### config.mk
export PLATFORM = sky130hd
export DESIGN_NAME = fw_link_top
export DESIGN_NICKNAME = d
export VERILOG_FILES = /design/src/hdl/fw_link_pkg.sv /design/src/hdl/fw_txn_pkg.sv /design/src/hdl/crc32_byte.sv /design/src/hdl/fw_link_top.sv /design/src/hdl/link_responder.sv /design/src/hdl/phy_request.sv /design/src/hdl/phy_rx_deser.sv /design/src/hdl/rx_packet_parser.sv /design/src/hdl/tx_serializer.sv
export SDC_FILE = /design/constraint.sdc
export NUM_CORES = 1
export LEC_CHECK = 0
export ABC_AREA = 1
export BUFFER_PORTS_ARGS = -buffer_cell sky130_fd_sc_hd__buf_2
export CAP_MARGIN = 10
export CORE_MARGIN = 2
export CORE_UTILIZATION = 45
export CTS_CLUSTER_SIZE = 14
export DETAILED_ROUTE_END_ITERATION = 8
export PLACE_DENSITY = 0.73
export SKIP_CTS_REPAIR_TIMING = 1
export SLEW_MARGIN = 20
export SYNTH_ARGS = -nofsm -noshare
export SYNTH_HDL_FRONTEND = slang
export SYNTH_SLANG_ARGS = --single-unit
### constraint.sdc
create_clock -name sysclk -period 6.99 [get_ports sysclk]
set_input_delay 0.3495 -clock sysclk [delete_from_list [all_inputs] [get_ports sysclk]]
set_output_delay 0.3495 -clock sysclk [all_outputs]
set_load 0.005 [all_outputs]
### src/hdl/fw_link_pkg.sv
package fw_link_pkg;

    // --------------------
    // ctl line codes, shared by both directions
    localparam logic [1:0] CTL_IDLE  = 2'd0;
    localparam logic [1:0] CTL_DATA  = 2'd1;    // link sends data, phy receives
    localparam logic [1:0] CTL_HOLD  = 2'd2;    // link holds bus, phy sends status
    localparam logic [1:0] CTL_GRANT = 2'd3;    // phy hands the bus to the link

    // speed code seen on data_in[3:1] after data-on
    localparam logic [2:0] SPD_S100 = 3'b000;   // 2 bits per cycle
    localparam logic [2:0] SPD_S200 = 3'b001;   // 4 bits per cycle
    localparam logic [2:0] SPD_S400 = 3'b101;   // full byte

    // --------------------
    // link request string
    localparam logic [2:0] LREQ_TX_IMM = 3'd0;  // immediate transmit, for acks
    localparam int         LREQ_LEN    = 17;    // serial bits per request

    localparam int STAT_BITS = 16;              // one complete status transfer

    // one received byte, bit order already restored
    typedef struct packed {
        logic       valid;
        logic       sof;        // first byte of the packet
        logic       eof;        // end marker, data is zero
        logic [7:0] data;       // received byte, msb first
    } rx_beat_t;

    // finished status transfer
    typedef struct packed {
        logic        valid;
        logic [15:0] value;
    } status_t;

endpackage

### src/hdl/fw_txn_pkg.sv
package fw_txn_pkg;

    // --------------------
    // transaction and response codes
    localparam logic [3:0] TC_QWRITE = 4'd0;
    localparam logic [3:0] TC_QREAD  = 4'd4;
    localparam logic [3:0] TC_QRESP  = 4'd6;
    localparam logic [3:0] RC_DONE   = 4'd0;    // response complete

    // ack codes
    localparam logic [3:0] ACK_DONE = 4'h1;     // write done
    localparam logic [3:0] ACK_PEND = 4'h2;     // read response follows
    localparam logic [3:0] ACK_DATA = 4'hd;     // crc or format error

    localparam logic [7:0] REG_PHYDATA = 8'd2;  // last phy status value

    // --------------------
    // ieee crc-32, msb first
    localparam logic [31:0] CRC_INIT = 32'hffff_ffff;
    localparam logic [31:0] CRC_POLY = 32'h04c1_1db7;

    // parsed request packet
    typedef struct packed {
        logic        valid;
        logic [3:0]  tcode;
        logic [15:0] dest;      // bus and node id of the target
        logic [15:0] src;       // requester
        logic [5:0]  tag;
        logic [7:0]  addr;      // low byte of the offset = register address
        logic [31:0] wdata;     // quadlet write data
        logic        crc_ok;    // all crcs good and length right
    } rx_txn_t;

    typedef enum logic [1:0] {
        TX_NONE,
        TX_ACK,
        TX_QRESP
    } tx_kind_t;

    // what the serializer sends on the next grant
    typedef struct packed {
        tx_kind_t    kind;
        logic [3:0]  ack;
        logic [15:0] dest;      // requester, goes into quadlet 0
        logic [15:0] src;       // our id as addressed
        logic [5:0]  tag;
    } tx_job_t;

endpackage

### src/hdl/crc32_byte.sv
`timescale 1ns/1ps

module crc32_byte (
    input  logic        sysclk,
    input  logic        reset,
    input  logic        init,       // restart, may coincide with enable
    input  logic        enable,     // fold in data_byte
    input  logic [7:0]  data_byte,
    output logic [31:0] crc
);

    logic [31:0] base;
    logic [31:0] nxt;

    // one byte of the serial lfsr, msb first
    always_comb begin
        base = init ? fw_txn_pkg::CRC_INIT : crc;
        nxt  = base;
        for (int i = 7; i >= 0; i--) begin
            nxt = {nxt[30:0], 1'b0} ^
                  ((nxt[31] ^ data_byte[i]) ? fw_txn_pkg::CRC_POLY : 32'd0);
        end
    end

    always_ff @(posedge sysclk) begin
        if (!reset)
            crc <= fw_txn_pkg::CRC_INIT;
        else if (enable)
            crc <= nxt;                         // init folded in already
        else if (init)
            crc <= fw_txn_pkg::CRC_INIT;
    end

endmodule

### src/hdl/fw_link_top.sv
`timescale 1ns/1ps

module fw_link_top (
    input  logic        sysclk,
    input  logic        reset,
    input  logic [1:0]  ctl_in,     // phy to link
    input  logic [7:0]  data_in,
    output logic [1:0]  ctl_out,    // link to phy, valid with drive_en
    output logic [7:0]  data_out,
    output logic        drive_en,
    output logic        lreq,
    output logic        reg_wen,
    output logic [7:0]  reg_addr,
    output logic [31:0] reg_wdata,
    input  logic [31:0] reg_rdata   // combinational read of reg_addr
);

    fw_link_pkg::rx_beat_t beat;
    fw_link_pkg::status_t  status;
    fw_txn_pkg::rx_txn_t   txn;
    fw_txn_pkg::tx_job_t   job;
    logic                  tx_grant;
    logic                  tx_done;
    logic                  lreq_trig;

    // --------------------
    // receive side
    phy_rx_deser u_deser (
        .sysclk (sysclk), .reset (reset), .ctl_in (ctl_in), .data_in (data_in),
        .bus_owned (drive_en), .beat (beat), .status (status), .tx_grant (tx_grant)
    );

    rx_packet_parser u_parser (
        .sysclk (sysclk), .reset (reset), .beat (beat), .txn (txn)
    );

    link_responder u_resp (
        .sysclk (sysclk), .reset (reset), .txn (txn), .status (status),
        .tx_grant (tx_grant), .tx_done (tx_done), .reg_wen (reg_wen),
        .reg_addr (reg_addr), .reg_wdata (reg_wdata), .lreq_trig (lreq_trig), .job (job)
    );

    // --------------------
    // transmit side
    tx_serializer u_ser (
        .sysclk (sysclk), .reset (reset), .tx_grant (tx_grant), .job (job),
        .reg_rdata (reg_rdata), .ctl_out (ctl_out), .data_out (data_out),
        .drive_en (drive_en), .tx_done (tx_done)
    );

    phy_request u_lreq (
        .sysclk (sysclk), .reset (reset), .trigger (lreq_trig), .lreq (lreq)
    );

endmodule

### src/hdl/link_responder.sv
`timescale 1ns/1ps

module link_responder (
    input  logic                 sysclk,
    input  logic                 reset,
    input  fw_txn_pkg::rx_txn_t  txn,
    input  fw_link_pkg::status_t status,
    input  logic                 tx_grant,
    input  logic                 tx_done,
    output logic                 reg_wen,
    output logic [7:0]           reg_addr,
    output logic [31:0]          reg_wdata,
    output logic                 lreq_trig,
    output fw_txn_pkg::tx_job_t  job
);

    logic [5:0] node_id;
    logic [7:0] rd_addr;        // address of the pending read
    logic       rd_pend;        // response still owed
    logic       hit;

    // busy covers the pending response too, those packets get no ack
    assign hit = txn.valid && (txn.dest[5:0] == node_id) &&
                 (job.kind == fw_txn_pkg::TX_NONE);

    always_ff @(posedge sysclk) begin
        if (!reset) begin
            node_id   <= 6'd0;
            rd_pend   <= 1'b0;
            reg_wen   <= 1'b0;
            reg_addr  <= 8'd0;
            lreq_trig <= 1'b0;
            job.kind  <= fw_txn_pkg::TX_NONE;
        end else begin
            reg_wen   <= 1'b0;
            lreq_trig <= 1'b0;
            // --------------------
            if (status.valid) begin
                reg_wen   <= 1'b1;
                reg_addr  <= fw_txn_pkg::REG_PHYDATA;
                reg_wdata <= {16'd0, status.value};
                if (status.value[11:8] == 4'd0)         // phy register 0
                    node_id <= status.value[7:2];
            end
            // --------------------
            if (hit) begin
                lreq_trig <= 1'b1;
                job.kind  <= fw_txn_pkg::TX_ACK;
                job.dest  <= txn.src;                   // answer goes back
                job.src   <= txn.dest;
                job.tag   <= txn.tag;
                if (!txn.crc_ok) begin
                    job.ack <= fw_txn_pkg::ACK_DATA;
                end else if (txn.tcode == fw_txn_pkg::TC_QWRITE) begin
                    job.ack   <= fw_txn_pkg::ACK_DONE;
                    reg_wen   <= 1'b1;
                    reg_addr  <= txn.addr;
                    reg_wdata <= txn.wdata;
                end else if (txn.tcode == fw_txn_pkg::TC_QREAD) begin
                    job.ack  <= fw_txn_pkg::ACK_PEND;
                    rd_pend  <= 1'b1;
                    rd_addr  <= txn.addr;
                    reg_addr <= txn.addr;
                end else begin
                    job.ack <= fw_txn_pkg::ACK_DATA;    // tcode not handled
                end
            end
            // a status write may have moved the address meanwhile
            if (tx_grant && job.kind == fw_txn_pkg::TX_QRESP)
                reg_addr <= rd_addr;
            // --------------------
            if (tx_done) begin
                if (rd_pend && job.kind == fw_txn_pkg::TX_ACK) begin
                    job.kind  <= fw_txn_pkg::TX_QRESP;  // ask for the bus again
                    lreq_trig <= 1'b1;
                end else begin
                    job.kind <= fw_txn_pkg::TX_NONE;
                    rd_pend  <= 1'b0;
                end
            end
        end
    end

endmodule

### src/hdl/phy_request.sv
`timescale 1ns/1ps

module phy_request (
    input  logic sysclk,
    input  logic reset,
    input  logic trigger,       // one cycle pulse
    output logic lreq
);

    logic [fw_link_pkg::LREQ_LEN-1:0] req;

    assign lreq = req[fw_link_pkg::LREQ_LEN-1];        // msb leads

    // --------------------
    // 01, type, 100, then zero fill
    always_ff @(posedge sysclk) begin
        if (!reset)
            req <= '0;
        else if (trigger)
            req <= {2'b01, fw_link_pkg::LREQ_TX_IMM, 3'b100} << (fw_link_pkg::LREQ_LEN - 8);
        else
            req <= req << 1;                            // idle line stays low
    end

endmodule

### src/hdl/phy_rx_deser.sv
`timescale 1ns/1ps

module phy_rx_deser (
    input  logic                   sysclk,
    input  logic                   reset,
    input  logic [1:0]             ctl_in,
    input  logic [7:0]             data_in,
    input  logic                   bus_owned,   // link drives, ignore ctl_in
    output fw_link_pkg::rx_beat_t  beat,
    output fw_link_pkg::status_t   status,
    output logic                   tx_grant
);

    typedef enum logic [1:0] {S_IDLE, S_STATUS, S_DATA_ON, S_RECV} state_t;

    state_t      st;
    logic [2:0]  speed;         // latched at end of data-on
    logic [7:0]  sh;            // partial byte
    logic [7:0]  sh_next;
    logic [3:0]  nb;            // bits held in sh
    logic [3:0]  step;
    logic        first;         // next byte is sof
    logic [15:0] st_buf;
    logic [4:0]  st_cnt;        // status bits, saturates past 16
    logic        grant_q;       // grant seen last cycle
    logic [1:0]  bits2;
    logic [3:0]  bits4;
    logic [7:0]  bits8;

    // bus bit 0 is the msb of each chunk
    assign bits2 = {<<{data_in[1:0]}};
    assign bits4 = {<<{data_in[3:0]}};
    assign bits8 = {<<{data_in}};

    always_comb begin
        case (speed)
            fw_link_pkg::SPD_S100: begin sh_next = {sh[5:0], bits2}; step = 4'd2; end
            fw_link_pkg::SPD_S200: begin sh_next = {sh[3:0], bits4}; step = 4'd4; end
            fw_link_pkg::SPD_S400: begin sh_next = bits8; step = 4'd8; end
            default:               begin sh_next = sh; step = 4'd0; end  // unknown, drop
        endcase
    end

    always_ff @(posedge sysclk) begin
        if (!reset) begin
            st           <= S_IDLE;
            speed        <= fw_link_pkg::SPD_S100;
            nb           <= 4'd0;
            first        <= 1'b0;
            st_cnt       <= 5'd0;
            grant_q      <= 1'b0;
            tx_grant     <= 1'b0;
            beat.valid   <= 1'b0;
            status.valid <= 1'b0;
        end else begin
            beat.valid   <= 1'b0;
            beat.eof     <= 1'b0;
            status.valid <= 1'b0;
            grant_q      <= (ctl_in == fw_link_pkg::CTL_GRANT);
            tx_grant     <= (st == S_IDLE) && !bus_owned && !grant_q &&
                            (ctl_in == fw_link_pkg::CTL_GRANT);   // rising edge only
            case (st)
                S_IDLE: begin
                    if (!bus_owned && ctl_in == fw_link_pkg::CTL_DATA) begin
                        st <= S_DATA_ON;
                    end else if (!bus_owned && ctl_in == fw_link_pkg::CTL_HOLD) begin
                        st_buf <= {14'd0, bits2};       // first two status bits
                        st_cnt <= 5'd2;
                        st     <= S_STATUS;
                    end
                end
                // --------------------
                S_STATUS: begin
                    case (ctl_in)
                        fw_link_pkg::CTL_HOLD: begin
                            st_buf <= {st_buf[13:0], bits2};
                            if (st_cnt <= 5'(fw_link_pkg::STAT_BITS))
                                st_cnt <= st_cnt + 5'd2;
                        end
                        fw_link_pkg::CTL_DATA: st <= S_DATA_ON;  // cut short by rx
                        fw_link_pkg::CTL_IDLE: begin
                            status.valid <= (st_cnt == 5'(fw_link_pkg::STAT_BITS));
                            status.value <= st_buf;
                            st           <= S_IDLE;
                        end
                        default: st <= S_IDLE;
                    endcase
                end
                // --------------------
                S_DATA_ON: begin
                    if (ctl_in == fw_link_pkg::CTL_DATA && !data_in[0]) begin
                        speed <= data_in[3:1];
                        nb    <= 4'd0;
                        first <= 1'b1;
                        st    <= S_RECV;
                    end else if (ctl_in != fw_link_pkg::CTL_DATA) begin
                        st <= S_IDLE;                   // null packet
                    end
                end
                // --------------------
                S_RECV: begin
                    if (ctl_in == fw_link_pkg::CTL_DATA) begin
                        sh <= sh_next;
                        if (nb + step == 4'd8) begin    // byte complete
                            beat.valid <= 1'b1;
                            beat.sof   <= first;
                            beat.data  <= sh_next;
                            first      <= 1'b0;
                            nb         <= 4'd0;
                        end else begin
                            nb <= nb + step;
                        end
                    end else begin
                        beat.valid <= 1'b1;             // end marker
                        beat.sof   <= 1'b0;
                        beat.eof   <= 1'b1;
                        beat.data  <= 8'd0;
                        st         <= S_IDLE;
                    end
                end
                default: st <= S_IDLE;
            endcase
        end
    end

endmodule

### src/hdl/rx_packet_parser.sv
`timescale 1ns/1ps

module rx_packet_parser (
    input  logic                  sysclk,
    input  logic                  reset,
    input  fw_link_pkg::rx_beat_t beat,
    output fw_txn_pkg::rx_txn_t   txn
);

    logic [23:0] sr;            // last three bytes
    logic [31:0] word;          // quadlet ending with this byte
    logic [4:0]  cnt;           // bytes so far
    logic [4:0]  idx;           // index of the byte on beat
    logic [31:0] crc;
    logic [31:0] crc_snap;      // inverted crc at a boundary
    logic        ok;
    logic        crc_en;
    logic        crc_init;
    logic [4:0]  hdr_end;       // header crc starts here
    logic [4:0]  pkt_len;
    logic        snap;
    logic        chk;

    assign idx      = beat.sof ? 5'd0 : cnt;
    assign word     = {sr, beat.data};
    assign crc_en   = beat.valid && !beat.eof;
    // tcode is stable from byte 3 on
    assign hdr_end  = (txn.tcode == fw_txn_pkg::TC_QREAD) ? 5'd12 : 5'd16;
    assign pkt_len  = (txn.tcode == fw_txn_pkg::TC_QREAD) ? 5'd16 : 5'd28;
    // data crc restarts after the header crc of a write
    assign crc_init = crc_en && (idx == 5'd0 ||
                      (txn.tcode == fw_txn_pkg::TC_QWRITE && idx == 5'd20));
    assign snap     = (idx == hdr_end) || (txn.tcode == fw_txn_pkg::TC_QWRITE && idx == 5'd24);
    assign chk      = (idx == hdr_end + 5'd3) ||
                      (txn.tcode == fw_txn_pkg::TC_QWRITE && idx == 5'd27);

    crc32_byte u_crc (
        .sysclk    (sysclk),
        .reset     (reset),
        .init      (crc_init),
        .enable    (crc_en),
        .data_byte (beat.data),
        .crc       (crc)
    );

    always_ff @(posedge sysclk) begin
        if (!reset) begin
            cnt       <= 5'd0;
            ok        <= 1'b0;
            txn.valid <= 1'b0;
        end else begin
            txn.valid <= 1'b0;
            if (crc_en) begin
                sr  <= word[23:0];
                cnt <= (idx == 5'd31) ? idx : idx + 5'd1;    // saturate, long packet
                case (idx)
                    5'd3: begin                             // quadlet 0
                        txn.dest  <= word[31:16];
                        txn.tag   <= word[15:10];
                        txn.tcode <= word[7:4];
                    end
                    5'd7:  txn.src   <= word[31:16];
                    5'd11: txn.addr  <= word[7:0];
                    5'd15: txn.wdata <= word;               // ignored for reads
                    default: ;
                endcase
                if (snap)
                    crc_snap <= ~crc;
                if (chk)
                    ok <= ok && (word == crc_snap);
                else if (idx == 5'd0)
                    ok <= 1'b1;
            end
            // --------------------
            if (beat.valid && beat.eof) begin
                cnt        <= 5'd0;
                txn.valid  <= (cnt >= 5'd4);                // need a dest at least
                txn.crc_ok <= ok && (cnt == pkt_len);
            end
        end
    end

endmodule

### src/hdl/tx_serializer.sv
`timescale 1ns/1ps

module tx_serializer (
    input  logic                sysclk,
    input  logic                reset,
    input  logic                tx_grant,
    input  fw_txn_pkg::tx_job_t job,
    input  logic [31:0]         reg_rdata,
    output logic [1:0]          ctl_out,
    output logic [7:0]          data_out,
    output logic                drive_en,
    output logic                tx_done
);

    typedef enum logic [1:0] {S_IDLE, S_SEND, S_END, S_REL} state_t;

    state_t      st;
    logic [4:0]  cnt;           // byte index
    logic [31:0] crc;
    logic [31:0] quad;          // response quadlet holding byte cnt
    logic [7:0]  cur;           // byte going out, msb first
    logic        last;

    always_comb begin
        case (cnt[4:2])
            3'd0:    quad = {job.dest, job.tag, 2'b00, fw_txn_pkg::TC_QRESP, 4'd0};
            3'd1:    quad = {job.src, fw_txn_pkg::RC_DONE, 12'd0};
            3'd3:    quad = reg_rdata;
            3'd4:    quad = ~crc;                       // crc frozen after byte 15
            default: quad = 32'd0;
        endcase
        if (job.kind == fw_txn_pkg::TX_ACK)
            cur = {job.ack, ~job.ack};                  // code and its check nibble
        else
            cur = quad[{~cnt[1:0], 3'b000} +: 8];       // high byte first
    end

    assign last = (job.kind == fw_txn_pkg::TX_ACK) ? (cnt == 5'd0) : (cnt == 5'd19);

    crc32_byte u_crc (
        .sysclk    (sysclk),
        .reset     (reset),
        .init      (st == S_IDLE),
        .enable    (st == S_SEND && cnt < 5'd16),
        .data_byte (cur),
        .crc       (crc)
    );

    always_ff @(posedge sysclk) begin
        if (!reset) begin
            st       <= S_IDLE;
            cnt      <= 5'd0;
            ctl_out  <= fw_link_pkg::CTL_IDLE;
            data_out <= 8'd0;
            drive_en <= 1'b0;
            tx_done  <= 1'b0;
        end else begin
            tx_done <= 1'b0;
            case (st)
                S_IDLE: begin
                    if (tx_grant && job.kind != fw_txn_pkg::TX_NONE) begin
                        drive_en <= 1'b1;
                        ctl_out  <= fw_link_pkg::CTL_HOLD;  // one hold cycle
                        cnt      <= 5'd0;
                        st       <= S_SEND;
                    end
                end
                S_SEND: begin
                    ctl_out  <= fw_link_pkg::CTL_DATA;
                    data_out <= {<<{cur}};              // msb on bus bit 0
                    cnt      <= cnt + 5'd1;
                    if (last)
                        st <= S_END;
                end
                S_END: begin
                    ctl_out  <= fw_link_pkg::CTL_IDLE;  // still driven
                    data_out <= 8'd0;
                    st       <= S_REL;
                end
                S_REL: begin
                    drive_en <= 1'b0;                   // phy owns the bus again
                    tx_done  <= 1'b1;
                    st       <= S_IDLE;
                end
                default: st <= S_IDLE;
            endcase
        end
    end

endmodule

---- Yosys cells after proc, flatten, opt, wreduce, memory -nomap -nowiden ----
Index checks and enable logic that the tools add are counted.
word-level totals
  output and inout port bits .............. 53
  register bits ........................... 416
  input port bits ......................... 44
cells by class
  shift operators ......................... 1
  mux-type cells .......................... 100
  order comparisons ....................... 3
  equal/unequal tests ..................... 48
  reductions and logical operators ........ 74
  bitwise gates (word level) .............. 39
  add/subtract/negate cells ............... 5
operators by type and width
  cell                                                                      count
  32-bit by 27-bit XOR with 32-bit output                                   16
  27-bit 2-to-1 mux                                                         16
  32-bit 2-to-1 mux                                                         8
  32-bit case mux with 4 select lines                                       1
  16-bit 2-to-1 mux                                                         4
  8-bit 2-to-1 mux                                                          8
  32-bit inverter                                                           2
  44-bit 2-to-1 mux                                                         1
  5-bit 2-to-1 mux                                                          8
  32-bit equality test                                                      1
  16-bit case mux with 2 select lines                                       1
  32-bit by 6-bit variable part select with 8-bit output                    1
  5-bit equality test (second input constant)                               6
  4-bit 2-to-1 mux                                                          7
  3-bit AND reduction                                                       9
  2-bit 2-to-1 mux                                                          12
  8-bit case mux with 3 select lines                                        1
  1-bit 2-to-1 mux                                                          22
  2-bit AND reduction                                                       11
  1-bit logical AND                                                         20
  5-bit case mux with 2 select lines                                        2
  2-bit by 1-bit inequality test with 1-bit output (second input constant)  8
  2-bit case mux with 4 select lines                                        2
  8-bit case mux with 2 select lines                                        1
  41 further kinds                                                          102

---- Logic depth before layout (Yosys ltp) ----
  word-level depth ........................ 31
  depth in mapped cells ................... 23
  mapped depth without buffers ............ 21

---- Cells and area by module ----
Synthesis repeated with hierarchy kept, for this count alone.
unflattened totals
  cells, all modules ...................... 2,240
  area total of the unflattened synthesis .. 19,661.4 sq um
modules (own cells, without submodules)
  module            area an instance (sq um)  sequential area each (sq um)  times used  cells each
  rx_packet_parser  5,312.6                   4,314.1                       1           346
  crc32_byte        2,481.1                   640.6                         2           399
  link_responder    4,369.2                   2,812.7                       1           439
  phy_rx_deser      2,772.7                   1,841.8                       1           275
  tx_serializer     2,069.5                   380.4                         1           362
  phy_request       175.2                     120.1                         1           20

---- Worst setup path after synthesis ----
OpenSTA, ideal clock, no wires.
  path kind ............................... input to register
  start ................................... input reset
  end ..................................... register u_parser.txn[10] (netlist name)
  data arrival time ....................... 4.576 ns
  setup slack ............................. 1.953 ns
  stages .................................. 6
  required time ........................... 6.529 ns
  setup time .............................. 0.461 ns
  path buffers ............................ 2
  cells stage by stage .................... clkbuf_1 > inv_1 > clkbuf_1 > nor2_1 > nand3_1 > nor3_1
between the ends
  longest elaborated chain between the ends .. 1
ends and longest elaborated chain
  element                        RTL line          source
  start, declared                fw_link_top.sv:5  input logic reset,
  3-bit AND reduction (no line)  -
Every way passes these cells.
A chain may end at the register's enable or synchronous reset.

---- Final worst setup path ----
  start ................................... register u_ser.cnt[4]
  end ..................................... register u_ser.u_crc.crc[13]
between the ends
  longest elaborated chain between the ends .. 17
  elaborated cells on any way between the ends .. 30
  those cells by class .................... order compare (1); eq/ne (3); shift (1); mux (9); bitwise (14); reduce/logical (2)
ends and longest elaborated chain
  element                                                 RTL line             source
  start, declared                                         tx_serializer.sv:18  logic [4:0] cnt;
  start signal, assigned                                  tx_serializer.sv:71  cnt <= cnt + 5'd1;
  3-bit equality test, or another cell as far along       tx_serializer.sv:25  case (cnt[4:2])
  32-bit case mux with 4 select lines                     tx_serializer.sv:25
  32-bit by 6-bit variable part select with 8-bit output  tx_serializer.sv:35  cur = quad[{~cnt[1:0], 3'b000} +: 8];
  8-bit 2-to-1 mux                                        tx_serializer.sv:32  if (job.kind == fw_txn_pkg::TX_ACK)
  1-bit XOR                                               crc32_byte.sv:21     ((nxt[31] ^ data_byte[i]) ? fw_txn_pkg::CRC_POLY : 32'd0);
  27-bit 2-to-1 mux                                       crc32_byte.sv:21
  32-bit by 27-bit XOR with 32-bit output (6 in a row)    crc32_byte.sv:20     nxt = {nxt[30:0], 1'b0} ^
  1-bit XOR                                               crc32_byte.sv:21
  27-bit 2-to-1 mux                                       crc32_byte.sv:21
  32-bit by 27-bit XOR with 32-bit output (2 in a row)    crc32_byte.sv:20
  32-bit 2-to-1 mux *                                     crc32_byte.sv:28     else if (enable)
  end signal, assigned                                    crc32_byte.sv:27     crc <= fw_txn_pkg::CRC_INIT;
  end signal, assigned                                    crc32_byte.sv:29     crc <= nxt;
  end signal, assigned                                    crc32_byte.sv:31     crc <= fw_txn_pkg::CRC_INIT;
  end, declared                                           crc32_byte.sv:9      output logic [31:0] crc
Mark *: on every way between the ends. The rest lies on a longest branch, timed or not.

==> tab_implementation.tex <==
\begin{tabular}{lr}
\hline
Metric & Value \\
\hline
\multicolumn{2}{l}{\textbf{Critical path}} \\
Largest fanout on the critical path & 39 \\
Type of origin of the critical path & flop \\
Reg2Reg Depth & 17 \\
Data arrival time of the critical path & 3.98 ns \\
Required time at the endpoint of the critical path & 7.45 ns \\
Endpoint type of the worst setup path & flop \\
R2R Setup Slk & 3.47 ns \\
Worst Setup Path Type & flop to flop \\
\multicolumn{2}{l}{\textbf{Route}} \\
Routed wire length per instance & 18.1 um \\
Number of design rule violations left after detail routing & 0 \\
Overall via count from detail\_route & 14,222 \\
Iteration-0 DRC count of the detailed router & 1,536 \\
Average via count per standard cell & 5.43 \\
Total wire length & 47,500 um \\
Total iterations of the first detailed-routing run & 6 \\
Remaining antenna violation count & 0 \\
\multicolumn{2}{l}{\textbf{Logic synthesis}} \\
Cells after Synth & 1,963 \\
Post-synth EDFFs & 270 \\
Synthesized net count & 2,018 \\
Portion of the post-synthesis area used by sequential elements & 0.576 \\
Ys async rst share & 0 \\
Yosys cell types & 54 \\
Synthesized area per cell & 9.51 um\^{}2 \\
Post-synthesis instance area & 18,700 um\^{}2 \\
Total of flip-flops plus latches after synthesis & 402 \\
Most frequently used flop master after synthesis & edfxtp\_1 \\
Total number of yosys warnings & 0 \\
\multicolumn{2}{l}{\textbf{Placed design}} \\
IO buf count & 96 \\
Post-place setup slack & 3.19 ns \\
Post-DP HPWL & 33,200 um \\
Area after detailed placement & 19,600 um\^{}2 \\
Routability-driven placement congestion ratio & 0.930 \\
\multicolumn{2}{l}{\textbf{Clocking}} \\
Number of levels the H-tree was split into & 2 \\
Clock Root Buffer & clkbuf\_16 \\
Post-CTS clock slew at the launch and capture registers of the worst setup and hold paths & 0.06 ns \\
Clock tree from TritonCTS & done \\
Number of buffers added by the clock tree synthesis step & 43 \\
Clock latency reported for the late side of the worst-skew pair & 0.57 ns \\
Bufs on Longest Clock Path & 3 \\
Num Clock Sinks & 402 \\
\multicolumn{2}{l}{\textbf{Die}} \\
Initial standard-cell utilization of the core & 0.456 \\
Die span in y & 208 um \\
Boundary pin count & 97 \\
Area of the placeable core & 40,900 um\^{}2 \\
Die Wd & 208 um \\
Die area & 43,100 um\^{}2 \\
Count of standard-cell rows & 74 \\
\multicolumn{2}{l}{\textbf{Layout}} \\
Layout-stage area growth over the synthesis result & 13.6\% \\
Total non-filler cell area in the finished layout & 21,200 um\^{}2 \\
Fraction of layout cells with a size suffix above 1 & 0.135 \\
Count of antenna diodes in the layout & 0 \\
Post-layout nets & 2,105 \\
\multicolumn{2}{l}{\textbf{STA}} \\
Final total negative setup slack & 0 ns \\
Transition time at the pin with the least slew margin & 1.07 ns \\
RSZ-0062 raised after global routing & false \\
Crit path time final & 3.52 ns \\
Max Clk Rate & 0.284 GHz \\
Final slew viol count & 0 \\
Hold violation total from the final report & 0 \\
Final critical-path share of the clock period & 0.504 \\
Setup-failing EPs final & 0 \\
Worst slew margin relative to its limit & 0.289 \\
Final setup slack of the worst path & 3.47 ns \\
Worst Clk Skew & 0.0149 ns \\
\multicolumn{2}{l}{\textbf{GRT}} \\
Aggregate global routing overflow & 0 \\
Wire length of the first global-routing pass & 74,400 um \\
Via count of the first global-routing pass & 13,551 \\
GRT Total Usage & 0.218 \\
Pin count of the biggest net entering global routing & 50 \\
Number of antenna violations at the first check in global routing & 0 \\
\multicolumn{2}{l}{\textbf{Pwr}} \\
Max rail drop VDD & 175 uV \\
Leakage power summed over all cells & 8.59 nW \\
Cell area power density & 300 nW/um\^{}2 \\
Power, Total & 0.00637 W \\
\multicolumn{2}{l}{\textbf{Status}} \\
Run status & finished clean \\
\multicolumn{2}{l}{\textbf{Job}} \\
Number of max-capacitance violations reported & 0 \\
\multicolumn{2}{l}{\textbf{Worst hold path}} \\
Hold/Removal Path Class & primary input to flop \\
Number of cells on the worst hold path & 1 \\
\hline
\end{tabular}
routing by layer:
metal  vias up  global-route usage  part of all wire
li1       6823                   -                 -
met1      6732               0.285              0.42
met2       564               0.362              0.48
met3       103              0.0322             0.063
met4         0              0.0942             0.037
met5         -                   0                 0
cells in the final DEF (no fill, tap or decap), types with 5 or more instances in the layout:
cell type,count
nand2_1,420
buf_4,15
edfxtp_1,270
ha_1,10
nand3_1,160
clkinv_1,6
nand4_1,42
clkbuf_16,44
nand2_4,9
nor3_1,10
a31oi_1,22
o21ai_0,73
a21oi_1,107
nand2_2,26
nor2_2,5
a211oi_1,10
clkbuf_1,7
inv_1,179
a22o_1,16
o21ai_1,24
xor2_2,9
buf_2,96
xor2_1,41
o211ai_1,22
clkbuf_8,11
bufinv_16,8
nor2_1,170
dfxtp_1,132
xnor2_1,43
nand3b_1,9
or2_2,14
inv_2,14
logic make-up (layout without fill, tap and decap cells):
kind of cell    after synthesis  count (layout)  share of synthesized area
simple gates                893             893                      0.215
flops                       402             402                      0.576
buf+inv                     269             391                     0.0600
compound gates              292             292                     0.0902
xor+xnor                     96              96                     0.0517
fa+ha+maj                    11              11                    0.00777
synth_stat cells (5+ instances only):
master | instances | share of area
nand2_1 | 420 | 0.084
edfxtp_1 | 270 | 0.43
inv_1 | 181 | 0.036
nor2_1 | 174 | 0.035
nand3_1 | 160 | 0.043
dfxtp_1 | 132 | 0.14
a21oi_1 | 108 | 0.029
o21ai_0 | 73 | 0.020
xnor2_1 | 43 | 0.020
nand4_1 | 42 | 0.014
xor2_1 | 41 | 0.019
clkbuf_1 | 40 | 0.0080
nand2_2 | 26 | 0.0087
o21ai_1 | 24 | 0.0064
a31oi_1 | 22 | 0.0074
o211ai_1 | 22 | 0.0088
a22o_1 | 16 | 0.0075
or2_2 | 14 | 0.0047
buf_2 | 13 | 0.0035
nor3_1 | 13 | 0.0035
buf_6 | 12 | 0.0072
inv_2 | 12 | 0.0024
a211oi_1 | 10 | 0.0040
ha_1 | 10 | 0.0067
nand2_4 | 9 | 0.0054
nand3b_1 | 9 | 0.0036
xor2_2 | 9 | 0.0078
buf_1 | 5 | 0.0010
nor4_1 | 5 | 0.0017
cell type report:
| cell class | count | area [um^2] |
|---|---|---|
| tap | 532 | 666 |
| fill | 3576 | 19700 |
| clock buffer | 62 | 1280 |
| sequential | 402 | 10800 |
| timing repair buffer | 112 | 613 |
| multi-input combinational | 1292 | 6850 |
| clock inverter | 18 | 309 |
| inverter | 199 | 752 |
report_power, final:
part	internal, W	switching [W]	leakage [nW]
Sequential	0.00266	0.0000979	3.59
Combinational	0.000340	0.000767	4.22
Clock	0.00157	0.000937	0.777
Total	0.00457	0.00180	8.59
metrics by stage:
stage               std cells  hold slack (ns)  utilization
floorplan                1963            0.394            -
global placement         2536            0.399        0.479
detailed placement       2536            0.405        0.479
CTS                      2616           0.0508        0.518
global route             2617           0.0650        0.518
finish                   2617           0.0724        0.518
path summary, 6_finish.rpt:
| kind | from | end |
|---|---|---|
| max | u_ser.cnt[4]$_SDFFE_PN0P_ | u_ser.u_crc.crc[13]$_SDFF_PN1_ |
| min | data_in[1] | u_deser.st_buf[0]$_DFFE_PP_ |
| max reg2reg | u_ser.cnt[4]$_SDFFE_PN0P_ | u_ser.u_crc.crc[13]$_SDFF_PN1_ |
| min reg2reg | u_lreq.req[12]$_SDFF_PP0_ | u_lreq.req[13]$_SDFF_PP0_ |
sequential cells by signal, indices dropped and copies added, names as in the netlist, 8 cells and up:
name and cells:
u_parser.sr 24, u_deser.beat 11, u_resp.rd_addr 8, u_parser.crc_snap 32, u_deser.st_buf 16, u_deser.status 17, u_resp.job 43, u_resp.reg_wdata 32
u_ser.data_out 8, u_resp.reg_addr 8, u_ser.u_crc.crc 32, u_parser.txn 84, u_parser.u_crc.crc 32, u_deser.sh 8
worst max-delay path, stage by stage (launching register included):
cell	delay (ns)
dfxtp_1	0.58
inv_4	0.47
nand2_2	0.12
nor2_2	0.42
nand2_1	0.18
nand2_1	0.10
inv_1	0.05
nand4_1	0.08
nand3_1	0.09
nand3_1	0.12
nand3_1	0.10
nand2_2	0.25
xor2_1	0.41
nand2_1	0.10
nand2_1	0.10
nand2_1	0.05
nand3_1	0.09
nand2_1	0.06
Note: power is estimated with default switching activity, not from simulation.
